--- src/hw/pmu_config.svh ---
/* PMU build configuration
   Data width, counter and event counts and the register word map */
`ifndef PMU_CONFIG_SVH
`define PMU_CONFIG_SVH

// --------------------
// Sizes
`define PMU_REG_WIDTH      32
`define PMU_N_COUNTERS     4
`define PMU_N_EVENTS       32
`define PMU_XBAR_SEL_BITS  5
`define PMU_ADDR_WIDTH     4

// --------------------
// Register word addresses
`define PMU_ADDR_CFG          4'd0
// Counters take CNT0 up to CNT0 + N_COUNTERS - 1
`define PMU_ADDR_CNT0         4'd1
`define PMU_ADDR_OVF_MASK     4'd5
`define PMU_ADDR_OVF_VECT     4'd6
`define PMU_ADDR_QUOTA_MASK   4'd7
`define PMU_ADDR_QUOTA_LIMIT  4'd8
`define PMU_ADDR_XBAR         4'd9

`endif

--- src/hw/pmu_pkg.sv ---
/* PMU types shared by the bus slave and the counting blocks */
`include "pmu_config.svh"

package pmu_pkg;

    // Bus word and address
    typedef logic [`PMU_REG_WIDTH-1:0]  word_t;
    typedef logic [`PMU_ADDR_WIDTH-1:0] reg_addr_t;

    // One bit per counter, and a counter index
    typedef logic [`PMU_N_COUNTERS-1:0]         cnt_mask_t;
    typedef logic [$clog2(`PMU_N_COUNTERS)-1:0] cnt_idx_t;

    // Crossbar select field and the full counter bank
    typedef logic [`PMU_XBAR_SEL_BITS-1:0] xbar_sel_t;
    typedef word_t [`PMU_N_COUNTERS-1:0]   cnt_vals_t;

    // Main configuration word, bit 0 sits at the bottom
    typedef struct packed {
        logic [`PMU_REG_WIDTH-6:0] spare;
        logic                      quota_softrst;
        logic                      ovf_softrst;
        logic                      ovf_en;
        logic                      softrst;
        logic                      en;
    } pmu_cfg_fields_t;

    // Bus side writes raw, logic side reads fields
    typedef union packed {
        word_t           raw;
        pmu_cfg_fields_t fields;
    } pmu_cfg_u;

endpackage

--- src/hw/pmu_cfg_if.sv ---
/* Internal PMU link between the register bank and the counting logic */
`include "pmu_config.svh"

interface pmu_cfg_if ();

    // Configuration from the register bank
    pmu_pkg::pmu_cfg_u                            cfg;
    pmu_pkg::cnt_mask_t                           ovf_mask;
    pmu_pkg::cnt_mask_t                           quota_mask;
    pmu_pkg::word_t                               quota_limit;
    pmu_pkg::xbar_sel_t [`PMU_N_COUNTERS-1:0]     xbar_sel;

    // One-cycle counter load request
    logic                                         cnt_we;
    pmu_pkg::cnt_idx_t                            cnt_idx;
    pmu_pkg::word_t                               cnt_wdata;

    // Status back toward the bus
    pmu_pkg::cnt_vals_t                           cnt_vals;
    pmu_pkg::cnt_mask_t                           ovf_vect;

    modport regs (
        output cfg, ovf_mask, quota_mask, quota_limit, xbar_sel,
        output cnt_we, cnt_idx, cnt_wdata,
        input  cnt_vals, ovf_vect
    );
    modport xbar (input xbar_sel);
    modport cnt (input cfg, ovf_mask, cnt_we, cnt_idx, cnt_wdata, output cnt_vals, ovf_vect);
    modport quota (input cfg, quota_mask, quota_limit, cnt_vals);

endinterface

--- src/hw/pmu_wb_regs.sv ---
/* PMU Wishbone classic slave
   Owns the register bank, forwards counter loads and reads back status */
`include "pmu_config.svh"

module pmu_wb_regs (
    input  logic               clk_i,
    input  logic               rstn_i,
    input  logic               wb_cyc_i,
    input  logic               wb_stb_i,
    input  logic               wb_we_i,
    input  pmu_pkg::reg_addr_t wb_adr_i,
    input  pmu_pkg::word_t     wb_dat_i,
    output pmu_pkg::word_t     wb_dat_o,
    output logic               wb_ack_o,
    pmu_cfg_if.regs            cfg_bus
);

    logic               access;
    logic               wr_en;
    logic               cnt_hit;
    pmu_pkg::cnt_idx_t  cnt_idx;
    pmu_pkg::word_t     rdata;

    // Software visible registers
    pmu_pkg::pmu_cfg_u  cfg_q;
    pmu_pkg::cnt_mask_t ovf_mask_q;
    pmu_pkg::cnt_mask_t quota_mask_q;
    pmu_pkg::word_t     quota_limit_q;
    pmu_pkg::word_t     xbar_q;

    // --------------------
    // Access decode
    // Strobe seen with ack low starts the single wait cycle
    assign access  = wb_cyc_i & wb_stb_i & ~wb_ack_o;
    assign wr_en   = access & wb_we_i;
    assign cnt_hit = (wb_adr_i >= `PMU_ADDR_CNT0) &&
                     (wb_adr_i < `PMU_ADDR_CNT0 + `PMU_N_COUNTERS);
    assign cnt_idx = pmu_pkg::cnt_idx_t'(wb_adr_i - `PMU_ADDR_CNT0);

    // Read mux, counters and overflow vector are live values
    always_comb begin
        rdata = '0;
        if (cnt_hit) begin
            rdata = cfg_bus.cnt_vals[cnt_idx];
        end else begin
            case (wb_adr_i)
                `PMU_ADDR_CFG:         rdata = cfg_q.raw;
                `PMU_ADDR_OVF_MASK:    rdata = pmu_pkg::word_t'(ovf_mask_q);
                `PMU_ADDR_OVF_VECT:    rdata = pmu_pkg::word_t'(cfg_bus.ovf_vect);
                `PMU_ADDR_QUOTA_MASK:  rdata = pmu_pkg::word_t'(quota_mask_q);
                `PMU_ADDR_QUOTA_LIMIT: rdata = quota_limit_q;
                `PMU_ADDR_XBAR:        rdata = xbar_q;
                // Unmapped words read zero
                default:               rdata = '0;
            endcase
        end
    end

    // --------------------
    // Ack, read data and register writes
    always_ff @(posedge clk_i) begin
        if (!rstn_i) begin
            wb_ack_o      <= 1'b0;
            wb_dat_o      <= '0;
            cfg_q         <= '0;
            ovf_mask_q    <= '0;
            quota_mask_q  <= '0;
            quota_limit_q <= '0;
            xbar_q        <= '0;
        end else begin
            wb_ack_o <= access;
            // Read word is held for the ack cycle
            if (access && !wb_we_i) begin
                wb_dat_o <= rdata;
            end
            // Register updates on the edge that raises ack
            if (wr_en) begin
                case (wb_adr_i)
                    `PMU_ADDR_CFG:         cfg_q.raw     <= wb_dat_i;
                    `PMU_ADDR_OVF_MASK:    ovf_mask_q    <= wb_dat_i[`PMU_N_COUNTERS-1:0];
                    `PMU_ADDR_QUOTA_MASK:  quota_mask_q  <= wb_dat_i[`PMU_N_COUNTERS-1:0];
                    `PMU_ADDR_QUOTA_LIMIT: quota_limit_q <= wb_dat_i;
                    `PMU_ADDR_XBAR:        xbar_q        <= wb_dat_i;
                    // Overflow vector, counters and holes take no write here
                    default: ;
                endcase
            end
        end
    end

    // --------------------
    // Toward the counting logic
    assign cfg_bus.cfg         = cfg_q;
    assign cfg_bus.ovf_mask    = ovf_mask_q;
    assign cfg_bus.quota_mask  = quota_mask_q;
    assign cfg_bus.quota_limit = quota_limit_q;

    // Counter write becomes a load on the ack edge
    assign cfg_bus.cnt_we    = wr_en & cnt_hit;
    assign cfg_bus.cnt_idx   = cnt_idx;
    assign cfg_bus.cnt_wdata = wb_dat_i;

    // Select field j sits at bits 5j up to 5j+4
    for (genvar j = 0; j < `PMU_N_COUNTERS; j++) begin : g_xbar_sel
        assign cfg_bus.xbar_sel[j] =
            xbar_q[j*`PMU_XBAR_SEL_BITS +: `PMU_XBAR_SEL_BITS];
    end

endmodule

--- src/hw/pmu_crossbar.sv ---
/* PMU event crossbar
   Routes one SoC event to each counter through a register stage */
`include "pmu_config.svh"

module pmu_crossbar (
    input  logic                     clk_i,
    input  logic                     rstn_i,
    input  logic [`PMU_N_EVENTS-1:0] events_i,
    pmu_cfg_if.xbar                  cfg_bus,
    output pmu_pkg::cnt_mask_t       routed_o
);

    pmu_pkg::cnt_mask_t sel_d;

    // One wide mux per counter
    always_comb begin
        for (int j = 0; j < `PMU_N_COUNTERS; j++) begin
            sel_d[j] = events_i[cfg_bus.xbar_sel[j]];
        end
    end

    // Register stage, adds one cycle of latency
    always_ff @(posedge clk_i) begin
        if (!rstn_i) begin
            routed_o <= '0;
        end else begin
            routed_o <= sel_d;
        end
    end

endmodule

--- src/hw/pmu_counters.sv ---
/* PMU event counters
   Count routed events, take bus loads and flag wraps into the overflow vector */
`include "pmu_config.svh"

module pmu_counters (
    input  logic               clk_i,
    input  logic               rstn_i,
    input  pmu_pkg::cnt_mask_t routed_i,
    pmu_cfg_if.cnt             cfg_bus,
    output logic               intr_overflow_o
);

    pmu_pkg::cnt_vals_t cnt_q;
    pmu_pkg::cnt_mask_t ovf_q;
    pmu_pkg::cnt_mask_t load_hit;
    pmu_pkg::cnt_mask_t inc_hit;
    pmu_pkg::cnt_mask_t wrap;

    // --------------------
    // Per-counter action this cycle
    always_comb begin
        for (int i = 0; i < `PMU_N_COUNTERS; i++) begin
            load_hit[i] = cfg_bus.cnt_we && (cfg_bus.cnt_idx == pmu_pkg::cnt_idx_t'(i));
            // Bus load and soft reset both beat the increment
            inc_hit[i]  = cfg_bus.cfg.fields.en & routed_i[i] & ~load_hit[i] &
                          ~cfg_bus.cfg.fields.softrst;
            // Wrap from all ones back to zero
            wrap[i]     = inc_hit[i] && (cnt_q[i] == '1);
        end
    end

    // Counter bank
    always_ff @(posedge clk_i) begin
        if (!rstn_i) begin
            cnt_q <= '0;
        end else if (cfg_bus.cfg.fields.softrst) begin
            // Held clear for as long as softrst stays set
            cnt_q <= '0;
        end else begin
            for (int i = 0; i < `PMU_N_COUNTERS; i++) begin
                if (load_hit[i]) begin
                    cnt_q[i] <= cfg_bus.cnt_wdata;
                end else if (inc_hit[i]) begin
                    cnt_q[i] <= cnt_q[i] + 1'b1;
                end
            end
        end
    end

    // --------------------
    // Sticky overflow flags and masked interrupt
    always_ff @(posedge clk_i) begin
        if (!rstn_i) begin
            ovf_q           <= '0;
            intr_overflow_o <= 1'b0;
        end else begin
            if (cfg_bus.cfg.fields.ovf_softrst) begin
                ovf_q <= '0;
            end else if (cfg_bus.cfg.fields.ovf_en) begin
                ovf_q <= ovf_q | wrap;
            end
            // Follows the flags one cycle later
            intr_overflow_o <= |(ovf_q & cfg_bus.ovf_mask);
        end
    end

    // Status for the bus and the quota checker
    assign cfg_bus.cnt_vals = cnt_q;
    assign cfg_bus.ovf_vect = ovf_q;

endmodule

--- src/hw/pmu_quota.sv ---
/* PMU quota checker
   Sums the masked counters and holds an interrupt once the limit is passed */
`include "pmu_config.svh"

module pmu_quota (
    input  logic     clk_i,
    input  logic     rstn_i,
    pmu_cfg_if.quota cfg_bus,
    output logic     intr_quota_o
);

    pmu_pkg::word_t sum_d;
    pmu_pkg::word_t sum_q;

    // Masked sum, carries out of bit 31 are dropped
    always_comb begin
        sum_d = '0;
        for (int i = 0; i < `PMU_N_COUNTERS; i++) begin
            if (cfg_bus.quota_mask[i]) begin
                sum_d = sum_d + cfg_bus.cnt_vals[i];
            end
        end
    end

    // --------------------
    // Sum register, then the sticky compare
    always_ff @(posedge clk_i) begin
        if (!rstn_i) begin
            sum_q        <= '0;
            intr_quota_o <= 1'b0;
        end else begin
            sum_q <= sum_d;
            if (cfg_bus.cfg.fields.quota_softrst) begin
                intr_quota_o <= 1'b0;
            end else if (sum_q > cfg_bus.quota_limit) begin
                // Stays high until the quota soft reset
                intr_quota_o <= 1'b1;
            end
        end
    end

endmodule

--- src/hw/pmu_top.sv ---
/* PMU top level
   Wishbone slave, event crossbar, counters and quota checker */
`include "pmu_config.svh"

module pmu_top (
    input  logic                     clk_i,
    input  logic                     rstn_i,
    // Wishbone classic slave
    input  logic                     wb_cyc_i,
    input  logic                     wb_stb_i,
    input  logic                     wb_we_i,
    input  pmu_pkg::reg_addr_t       wb_adr_i,
    input  pmu_pkg::word_t           wb_dat_i,
    output pmu_pkg::word_t           wb_dat_o,
    output logic                     wb_ack_o,
    // SoC events and interrupts
    input  logic [`PMU_N_EVENTS-1:0] events_i,
    output logic                     intr_overflow_o,
    output logic                     intr_quota_o
);

    // Registered crossbar outputs, one per counter
    pmu_pkg::cnt_mask_t routed;

    pmu_cfg_if cfg_bus ();

    // --------------------
    // Register bank on the bus
    pmu_wb_regs u_regs (
        .clk_i    (clk_i),
        .rstn_i   (rstn_i),
        .wb_cyc_i (wb_cyc_i),
        .wb_stb_i (wb_stb_i),
        .wb_we_i  (wb_we_i),
        .wb_adr_i (wb_adr_i),
        .wb_dat_i (wb_dat_i),
        .wb_dat_o (wb_dat_o),
        .wb_ack_o (wb_ack_o),
        .cfg_bus  (cfg_bus)
    );

    // Event routing
    pmu_crossbar u_xbar (
        .clk_i    (clk_i),
        .rstn_i   (rstn_i),
        .events_i (events_i),
        .cfg_bus  (cfg_bus),
        .routed_o (routed)
    );

    // --------------------
    // Counting and interrupts
    pmu_counters u_counters (
        .clk_i           (clk_i),
        .rstn_i          (rstn_i),
        .routed_i        (routed),
        .cfg_bus         (cfg_bus),
        .intr_overflow_o (intr_overflow_o)
    );

    pmu_quota u_quota (
        .clk_i        (clk_i),
        .rstn_i       (rstn_i),
        .cfg_bus      (cfg_bus),
        .intr_quota_o (intr_quota_o)
    );

endmodule

--- config.mk ---
export PLATFORM = sky130hd
export DESIGN_NAME = pmu_top
export DESIGN_NICKNAME = d
export VERILOG_FILES = /design/src/hw/pmu_pkg.sv /design/src/hw/pmu_cfg_if.sv /design/src/hw/pmu_wb_regs.sv /design/src/hw/pmu_crossbar.sv /design/src/hw/pmu_counters.sv /design/src/hw/pmu_quota.sv /design/src/hw/pmu_top.sv
export VERILOG_INCLUDE_DIRS = /design/src /design/src/hw
export SDC_FILE = /design/constraint.sdc
export NUM_CORES = 1
export LEC_CHECK = 0
export CAP_MARGIN = 20
export CORE_MARGIN = 2
export CORE_UTILIZATION = 45
export CTS_BUF_LIST = sky130_fd_sc_hd__clkbuf_4 sky130_fd_sc_hd__clkbuf_8
export DETAILED_ROUTE_END_ITERATION = 6
export DONT_BUFFER_PORTS = 1
export GPL_TIMING_DRIVEN = 1
export SYNTH_ARGS = -nofsm -noshare
export SYNTH_HDL_FRONTEND = slang
export SYNTH_SLANG_ARGS = --single-unit
--- constraint.sdc ---
create_clock -name clk_i -period 20.4 [get_ports clk_i]
set_input_delay 3.06 -clock clk_i [delete_from_list [all_inputs] [get_ports clk_i]]
set_output_delay 3.06 -clock clk_i [all_outputs]
set_load 0.02 [all_outputs]
== After elaboration in Yosys (flattened, before gate mapping) ==
Cells that the tools add are included.
Operators by class
  eq/ne operators: 12
  add/sub/neg operators: 8
  $lt $le $gt $ge: 8
  bitwise operators: 25
  reductions and logical operators: 26
  muxes and demuxes: 24
Operator list (number)
  $mux 32: 14
  $pmux 32 s6: 1
  $add 32x1->32 const B: 4
  $eq 32x32->1 const B: 4
  $add 32x32->32: 3
  $bmux 32 s2: 1
  $gt 32x32->1: 1
  $lt 5x6->1 const B: 4
  $bmux 1 s5: 4
  $and 1x1->1: 16
  $eq 4x3->1 const B: 3
  $logic_and 1x1->1: 10
  $reduce_and 2->1: 5
  $eq 4x4->1 const B: 2
  $reduce_bool 2->1: 4
  $not 1->1: 7
  $reduce_or 2->1: 3
  $and 4x4->4: 1
  $eq 2x2->1 const B: 2
  $ge 4x1->1 const B: 1
  $logic_not 4->1: 1
  $lt 4x3->1 const B: 1
  $mux 1: 4
  $or 4x4->4: 1
  other kinds (6): 6
Storage, ports and cells
  word-level logic and storage cells: 119
  flip-flop bits (word level): 307
  input port bits: 73
  output and inout bits: 35

== Depth between registers and ports, before layout ==
Gate-level depths: netlist (run 1).
  depth in word-level cells: 10
  gate-level depth with buffers: 39
  gate-level depth less buffers: 37

== Cells and area by module ==
A second synthesis (run 1) with hierarchy kept.
Unflattened totals
  cell total of the unflattened synthesis: 2868
  area, all modules: 23323.6 µm²
Modules (own cells, without submodules)
  pmu_quota: sequential area each 660.6 µm², area each 7727.4 µm², cells each 1072, instances 1
  pmu_wb_regs: sequential area each 2742.6 µm², area each 7382.1 µm², cells each 818, instances 1
  pmu_counters: sequential area each 2662.6 µm², area each 6998.0 µm², cells each 882, instances 1
  pmu_crossbar: sequential area each 80.1 µm², area each 1216.2 µm², cells each 96, instances 1

== Least setup slack after synthesis (run 1) ==
No wires, ideal clock.
  path type: register to register
  from: register u_regs.quota_mask_q[0] (netlist: u_regs.cfg_bus.quota_mask[0])
  to: register u_quota.sum_q[31]
  clock period less this slack: 6533 ps
  arrival time: 6418 ps
  path slack: 13867 ps
  data required time: 20285 ps
  stages on the path, launching flop included: 39
  cell sequence: dfxtp_1 -> buf_4 -> clkbuf_1 -> nand2_1 -> fa_1 -> nor2b_1 -> o21ai_1 -> a21oi_2 -> o21a_1 -> nor3_2 -> o2111ai_1 -> nand2b_1 -> a21oi_1 -> xor2_1 -> o21ai_0 -> ha_1 -> clkbuf_1 -> a21oi_1 -> [3 not listed] -> or2_1 -> a21o_1 -> a21o_1 -> a21oi_1 -> xnor2_1 -> mux2_2 -> ha_1 -> a21o_1 -> a21o_1 -> a21o_1 -> a21o_1 -> a21oi_1 -> nand2_1 -> o21ai_0 -> mux2i_1 -> xnor2_1 -> xnor2_1 -> and2_1
On the way
  longest elaborated chain between the ends: 7
RTL lines
  from (decl): line pmu_wb_regs.sv:27  | pmu_pkg::cnt_mask_t quota_mask_q;
  from (signal assigned): line pmu_wb_regs.sv:81  | `PMU_ADDR_QUOTA_MASK: quota_mask_q <= wb_dat_i[`PMU_N_COUNTERS-1:0];
  $mux 32 (*): line pmu_quota.sv:19  | if (cfg_bus.quota_mask[i]) begin
  $add 32x32->32: line pmu_quota.sv:20  | sum_d = sum_d + cfg_bus.cnt_vals[i];
  $mux 32 (*): line pmu_quota.sv:19
  $add 32x32->32: line pmu_quota.sv:20
  $mux 32 (*): line pmu_quota.sv:19
  $add 32x32->32: line pmu_quota.sv:20
  $mux 32 (*): line pmu_quota.sv:19
  to (signal assigned): line pmu_quota.sv:32  | sum_q <= sum_d;
  to (decl): line pmu_quota.sv:13  | pmu_pkg::word_t sum_q;
Every way passes the cells marked *; elsewhere a longest branch is shown, timed or not.
A chain may end at the register's enable or synchronous reset.

== Worst setup path after layout (run 1) ==
Same ends and word-level chain as after synthesis.

==> results of run 1 <==
## layout make-up
type	instances	share of cell area (%)
Multi-Input combinational cell	2162	63.8
Tap cell	664	3.51
Clock inverter	13	0.877
Inverter	72	1.14
Sequential cell	307	25.9
Timing Repair Buffer	24	0.760
Clock buffer	74	3.96
## flip-flops by register name, indices dropped and copies added, names as in the netlist
register and flops:
u_regs.xbar_q 32, u_regs.cfg_bus.quota_mask 4, u_regs.cfg_bus.quota_limit 32, u_regs.cfg_bus.ovf_mask 4, u_xbar.routed_o 4, u_regs.wb_ack_o 1
u_counters.cfg_bus.ovf_vect 4, u_regs.wb_dat_o 32, u_counters.cfg_bus.cnt_vals 128, u_quota.intr_quota_o 1, u_regs.cfg_bus.cfg 32, u_quota.sum_q 32
u_counters.intr_overflow_o 1
## cell usage in the layout (no fill, tap or decap), types with 73 or more instances in the layout
master,instances
o21ai_0,96
xnor2_1,75
xor2_1,115
a21oi_1,153
nand3_1,73
nand2_1,431
ha_1,135
nor2_1,216
a21boi_0,99
dfxtp_1,307
a211oi_1,111
## final timing paths
| kind | from | endpoint | slack [ns] | cells after the start |
|---|---|---|---|---|
| setup / recovery | u_regs.cfg_bus.quota_mask[0] | u_quota.sum_q[31] | 12.57 | 34 |
| hold / removal | u_regs.cfg_bus.cfg[19] | u_regs.cfg_bus.cfg[19] | 0.46 | 2 |
| setup reg to reg | u_regs.cfg_bus.quota_mask[0] | u_quota.sum_q[31] | 12.57 | 34 |
| hold reg to reg | u_regs.cfg_bus.cfg[19] | u_regs.cfg_bus.cfg[19] | 0.46 | 2 |
## stage by stage
stage | utilization, % | area [um2] | hold WS, ns | power [uW]
6_report | 48.6 | 23700 | 0.464 | 1310
5_1_grt | 48.6 | 23700 | 0.488 | 1340
4_1_cts | 48.6 | 23700 | 0.465 | 1310
3_5_place_dp | 46.3 | 22500 | 0.456 | 690
3_3_place_gp | 46.3 | 22500 | 0.449 | 689
2_1_floorplan | - | 22200 | 0.444 | 679
## logic make-up after synthesis
group | after synthesis
AO/OA/AOI/OAI | 736
flip-flops | 307
multiplexers | 115
AND/OR/NAND/NOR | 982
adder cells (fa/ha/maj) | 139
XOR/XNOR | 190
buffers and inverters | 244
## critical path, delay by kind of cell, from the launching register on
family | cells | cell delay (ns)
muxes | 2 | 0.52
buffers and inverters | 2 | 0.47
AOI/OAI and AO/OA | 15 | 3.72
DFF | 1 | 0.31
xor gates and xnor gates | 4 | 0.45
adders and majority gates | 4 | 1.32
and+or+nand+nor | 7 | 0.95
## power groups by stage
stage                     combinational [uW]  sequential [uW]  clock, uW
after floorplan                         51.7              627          0
after global placement                  58.0              631          0
after detailed placement                58.8              631          0
after CTS                               58.9              618        637
after global routing                    63.2              619        659
final                                   59.1              619        631
## metal layers
layer / routed length (um) / share of wire [%] / GRT usage (%)
met4: 2340 / 3.0 / 9.57
met1: 35300 / 46 / 43.3
met2: 32800 / 42 / 44.7
met3: 6890 / 8.9 / 4.54
met5: 0 / 0 / 0
==> flow_summary.yaml, run 1 <==
timing:
  fin_ws_ns: 12.57
  hold_viol_final: 0
  fin_crit_ns: 7.83
  rsz0062_at_grt: "no"
  slew_headroom_pct: 41.4
  tightestPinTransition_ns: 0.856
  fin_crit_sh_pct: 38.4
  slew_violations: 0
  clock_skew_ns: 0.0290
  setup_viol: 0
  tns_ns: 0
  fmax_ghz: 0.128
logic_synthesis:
  ys_seq_area_share_pct: 27.7
  synth_top_area_share_pct: 27.7
  synth_top_cell_by_area: "dfxtp_1"
  synthCells: 2713
  yosysWarnings: 0
  synth.area.top_cells: "dfxtp_1, ha_1, nand2_1"
  syn_area_um2: 22200
  syn_nets: 2925
  synthArstFlopShare_pct: 0
  synth_cell_types: 83
  synthTopCellsByCount: "nand2_1, dfxtp_1, nor2_1, a21oi_1, clkbuf_1"
  synthAdderAreaFrac_pct: 7.95
  synth_edf_count: 0
  yosysMostFrequentCell: "nand2_1"
  synth_top_family_by_area: "compound AO/OA/AOI/OAI gates"
  syn_avg_cell_area_um2: 8.17
  synth-xor-area-share_pct: 7.51
  synth-simple-area-share_pct: 20.2
  synthFlopType: "dfxtp_1"
  synthMuxAreaShare_pct: 9.37
  synth_compound_area_share_pct: 23.0
  synth-seq-cells: 307
clock_tree:
  cts_inserted_buffers: 51
  htreeDepth: 2
  clock_path_buffers: 3
  cts.sinks: 307
  cts_tree: "built"
  clkTransAtPathRegs_ns: 0.07
  post_cts_resized: 0
  holdBufCountCts: 0
  post_cts.repair.setup_buffers: 0
  clkLatencyLatePin_ns: 0.64
  cts-root-buf: "clkbuf_8"
critical_path:
  arrival_ns: 8.36
  required_ns: 20.94
  cp_max_fo: 39
  start_kind: "register"
  end_kind: "register"
  slowest_delay_ns: 0.69
  crit_path_frequent_cell: "xnor2_1"
  cp_slowest_cell: "o41ai_1"
  worstSetupPathType: "reg -> reg"
drt:
  num_vias: 20401
  first_pass_iters: 5
  antenna_left: 0
  route.detailed.drc: 0
  drt_iter0_markers: 2141
  totalWireLength_mm: 77.3
  vias_per_cell: 6.15
  routedWlPerCell_um: 23.3
die:
  dieHeight_um: 226
  pin_count: 108
  fp-row-count: 81
  die_x_um: 226
  core-area_um2: 48700
  start_util_pct: 45.5
  fp.dieArea_um2: 51000
power:
  leakagePower_uw: 0.00948
  p_per_area_nw_per_um2: 55.2
  p_sw_share_pct: 24.3
  p_clk_share_pct: 48.2
  p_int_uw: 991
  peakVddDrop_uv: 36.2
  power_frac_comb_pct: 4.5
  seqPwrFrac_pct: 47.3
  p_switching_uw: 317
place:
  dpl.hpwl_mm: 58.0
  dp.cells: 3229
  io_buffers: 0
  gp_congestion: 0.944
  dpl_worst_slack_ns: 12.72
cells_and_area:
  finalNetCount: 2830
  num-fill-cells: 4760
  drive_gt1_share_pct: 8.52
  syn2layout_area_growth_pct: 6.90
  ff_latch_area_um2: 6150
  multiInputGateArea_um2: 15100
  num_antenna_cells: 0
  stdcell_count: 3316
global_routing:
  grt_pass1_wl_mm: 115
  gr-total-overflow: 0
  grt.total_usage_pct: 29.7
  grt_max_degree: 175
  antenna_found_initial: 2
  grt_pass1_vias: 18876
job:
  maxCapViolCount: 0
hold_path:
  holdCritPathClass: "reg -> reg"
run_status:
  status: "finished, final reports clean"
Note: power is estimated with default switching activity, not from simulation.
==> run 2, diff against run 1 <==
--- a/config.mk
+++ b/config.mk
@@ -6,6 +6,7 @@
 export SDC_FILE = /design/constraint.sdc
 export NUM_CORES = 1
 export LEC_CHECK = 0
+export ABC_AREA = 1
 export CAP_MARGIN = 20
 export CORE_MARGIN = 2
 export CORE_UTILIZATION = 45
==> constraint.sdc (replaced) <==
create_clock -name clk_i -period 7 [get_ports clk_i]
set_input_delay 1.05 -clock clk_i [delete_from_list [all_inputs] [get_ports clk_i]]
set_output_delay 1.05 -clock clk_i [all_outputs]
set_load 0.02 [all_outputs]
==> flow_summary.yaml, run 2 <==
power:
  p_per_area_nw_per_um2: 160
  p_int_uw: 3040
  p_sw_share_pct: 27.4
  power_frac_comb_pct: 6.5
  peakVddDrop_uv: 150
  p_switching_uw: 1150
  leakagePower_uw: 0.0110
  p_clk_share_pct: 50.3
  power_uw: 4180
  seqPwrFrac_pct: 43.2
drt:
  routedWlPerCell_um: 23.4
  antenna_left: 0
  vias_per_cell: 5.87
  num_vias: 26530
  totalWireLength_mm: 106
  route.detailed.drc: 0
  drt_iter0_markers: 3006
  first_pass_iters: 5
cells_and_area:
  stdcell_area_um2: 26100
  finalNetCount: 3980
  ff_latch_area_um2: 6150
  syn2layout_area_growth_pct: 7.74
  layout_common_cells: "nand2_1, inv_1, o21ai_0"
  num-fill-cells: 5704
  multiInputGateArea_um2: 15700
  largest_reg_flops: 128
  drive_gt1_share_pct: 5.84
  final_common_cell: "nand2_1"
job:
  maxCapViolCount: 0
timing:
  tightestPinTransition_ns: 1.01
  fin_ws_ns: 0.572
  rsz0062_at_grt: "no"
  fmax_ghz: 0.156
  fin_crit_ns: 6.43
  finalHoldWorstSlack_ns: 0.451
  slew_violations: 0
  fin_crit_sh_pct: 91.8
  setup_viol: 0
  clock_skew_ns: 0.0241
  tns_ns: 0
  hold_viol_final: 0
  slew_headroom_pct: 32.3
clock_tree:
  post_cts_resized: 0
  cts.sinks: 307
  clkTransAtPathRegs_ns: 0.06
  clock_path_buffers: 3
  cts_inserted_buffers: 58
  htreeDepth: 2
  clkLatencyLatePin_ns: 0.70
  holdBufCountCts: 0
  post_cts.repair.setup_buffers: 0
  cts_tree: "built"
  cts-root-buf: "clkbuf_8"
die:
  die_x_um: 236
  core-area_um2: 53500
  dieHeight_um: 236
  pin_count: 108
  fp.dieArea_um2: 55700
  fp-row-count: 85
  start_util_pct: 45.3
critical_path:
  reg2reg_to: "u_quota.sum_q[22]"
  worstSetupPathType: "reg -> reg"
  end_kind: "register"
  arrival_ns: 7.01
  cp_num_buf_inv: 8
  cp.depth: 33
  reg2reg_setup_slack_ns: 0.57
  cp_max_fo: 28
  cp_slowest_cell: "dfxtp_1"
  required_ns: 7.59
  start_kind: "register"
  crit_path_frequent_cell: "nand2_1"
  crit_family: "compound AO/OA/AOI/OAI gates"
  slowest_delay_ns: 0.63
  r2r-start: "u_regs.cfg_bus.quota_mask[0]"
  r2r.worst_path.cells: 33
hold_path:
  holdPathEnd: "u_regs.cfg_bus.cfg[24]"
  hold_path_depth: 2
  hp-start: "u_regs.cfg_bus.cfg[24]"
  holdCritPathClass: "reg -> reg"
logic_synthesis:
  yosysWarnings: 0
  syn_nets: 4051
  synth_top_cell_by_area: "dfxtp_1"
  synthCells: 3839
  synthFlopType: "dfxtp_1"
  synthArstFlopShare_pct: 0
  synth_edf_count: 0
  syn_avg_cell_area_um2: 6.31
  synth_cell_types: 66
  synth_top_area_share_pct: 25.4
  synthTopCellsByCount: "nand2_1, inv_1, o21ai_0, nor2_1, a21oi_1"
  synth-seq-cells: 307
  yosysMostFrequentCell: "nand2_1"
  syn_area_um2: 24200
  ys_seq_area_share_pct: 25.4
  synth.area.top_cells: "dfxtp_1, nand2_1, o21ai_0"
place:
  dpl.hpwl_mm: 82.5
  dpl_worst_slack_ns: 0.769
  io_buffers: 0
  gp_congestion: 1.00
  place_area_um2: 24700
global_routing:
  grt_pass1_vias: 24739
  grt_pass1_wl_mm: 159
  gr-total-overflow: 0
  grt_max_degree: 169
  grt.total_usage_pct: 37.5
  antenna_found_initial: 4
run_status:
  status: "finished, final reports clean"
==> run 2: cell types whose count changed after synthesis, sizes merged, moves of 97 or more <==
cell / before / now
inv: 70 / 458
nor2: 216 / 366
o21ai: 104 / 404
a21boi: 101 / 4
a21oi: 154 / 338
nand2: 435 / 900
nand3: 74 / 209
a211oi: 113 / 5
==> run 2: stage by stage <==
step | util, % | cells
after floorplan | - | 3839
after global placement | 46.1 | 4403
after detailed placement | 46.1 | 4403
after CTS | 48.7 | 4512
after global routing | 48.7 | 4513
final | 48.8 | 4517
==> run 2: logic make-up after synthesis <==
group                    synth area share [%]
flip-flops                               25.4
AO/OA/AOI/OAI                            24.1
AND/OR/NAND/NOR                          28.1
adder cells (fa/ha/maj)                  7.28
XOR/XNOR                                 5.32
buffers and inverters                    9.76
==> run 2: final cells by class <==
type                            count  share of cell area [%]
Antenna cell                        4                  0.0384
Clock buffer                       92                    4.57
Clock inverter                     17                   0.720
Inverter                          461                    6.64
Multi-Input combinational cell   2915                    60.3
Sequential cell                   307                    23.6
Tap cell                          696                    3.34
Timing Repair Buffer               25                   0.844
==> run 2: how the worst max path moves through the flow <==
| stage | start | endpoint | slack, ns |
|---|---|---|---|
| floorplan | u_regs.cfg_bus.quota_mask[0] | u_quota.sum_q[22] | 2.02 |
| global placement | u_regs.cfg_bus.quota_mask[0] | u_quota.sum_q[22] | 0.69 |
| detailed placement | u_regs.cfg_bus.quota_mask[0] | u_quota.sum_q[22] | 0.77 |
| CTS | u_regs.cfg_bus.quota_mask[0] | u_quota.sum_q[22] | 0.74 |
| global route | u_regs.cfg_bus.quota_mask[0] | u_quota.sum_q[22] | 0.03 |
| finish | u_regs.cfg_bus.quota_mask[0] | u_quota.sum_q[22] | 0.57 |
==> run 2: worst min-delay path: stages, from the launching register on <==
cell	delay [ns]
dfxtp_1	0.30
inv_1	0.06
a21oi_1	0.05
==> run 2: power groups by stage <==
stage	clock [uW]	sequential (uW)	combinational (uW)
6_report	2100	1800	273
3_3_place_gp	0	1840	263
4_1_cts	2120	1800	264
2_1_floorplan	0	1830	181
5_1_grt	2200	1810	296
3_5_place_dp	0	1840	264
==> run 2: per-layer routing <==
layer	global-route usage (%)	part of all wire, %	up-vias
met5	0	0	-
met2	57.9	43	1180
met1	50.1	43	12293
met4	18.3	5.4	0
met3	7.10	8.7	272
li1	-	-	12785
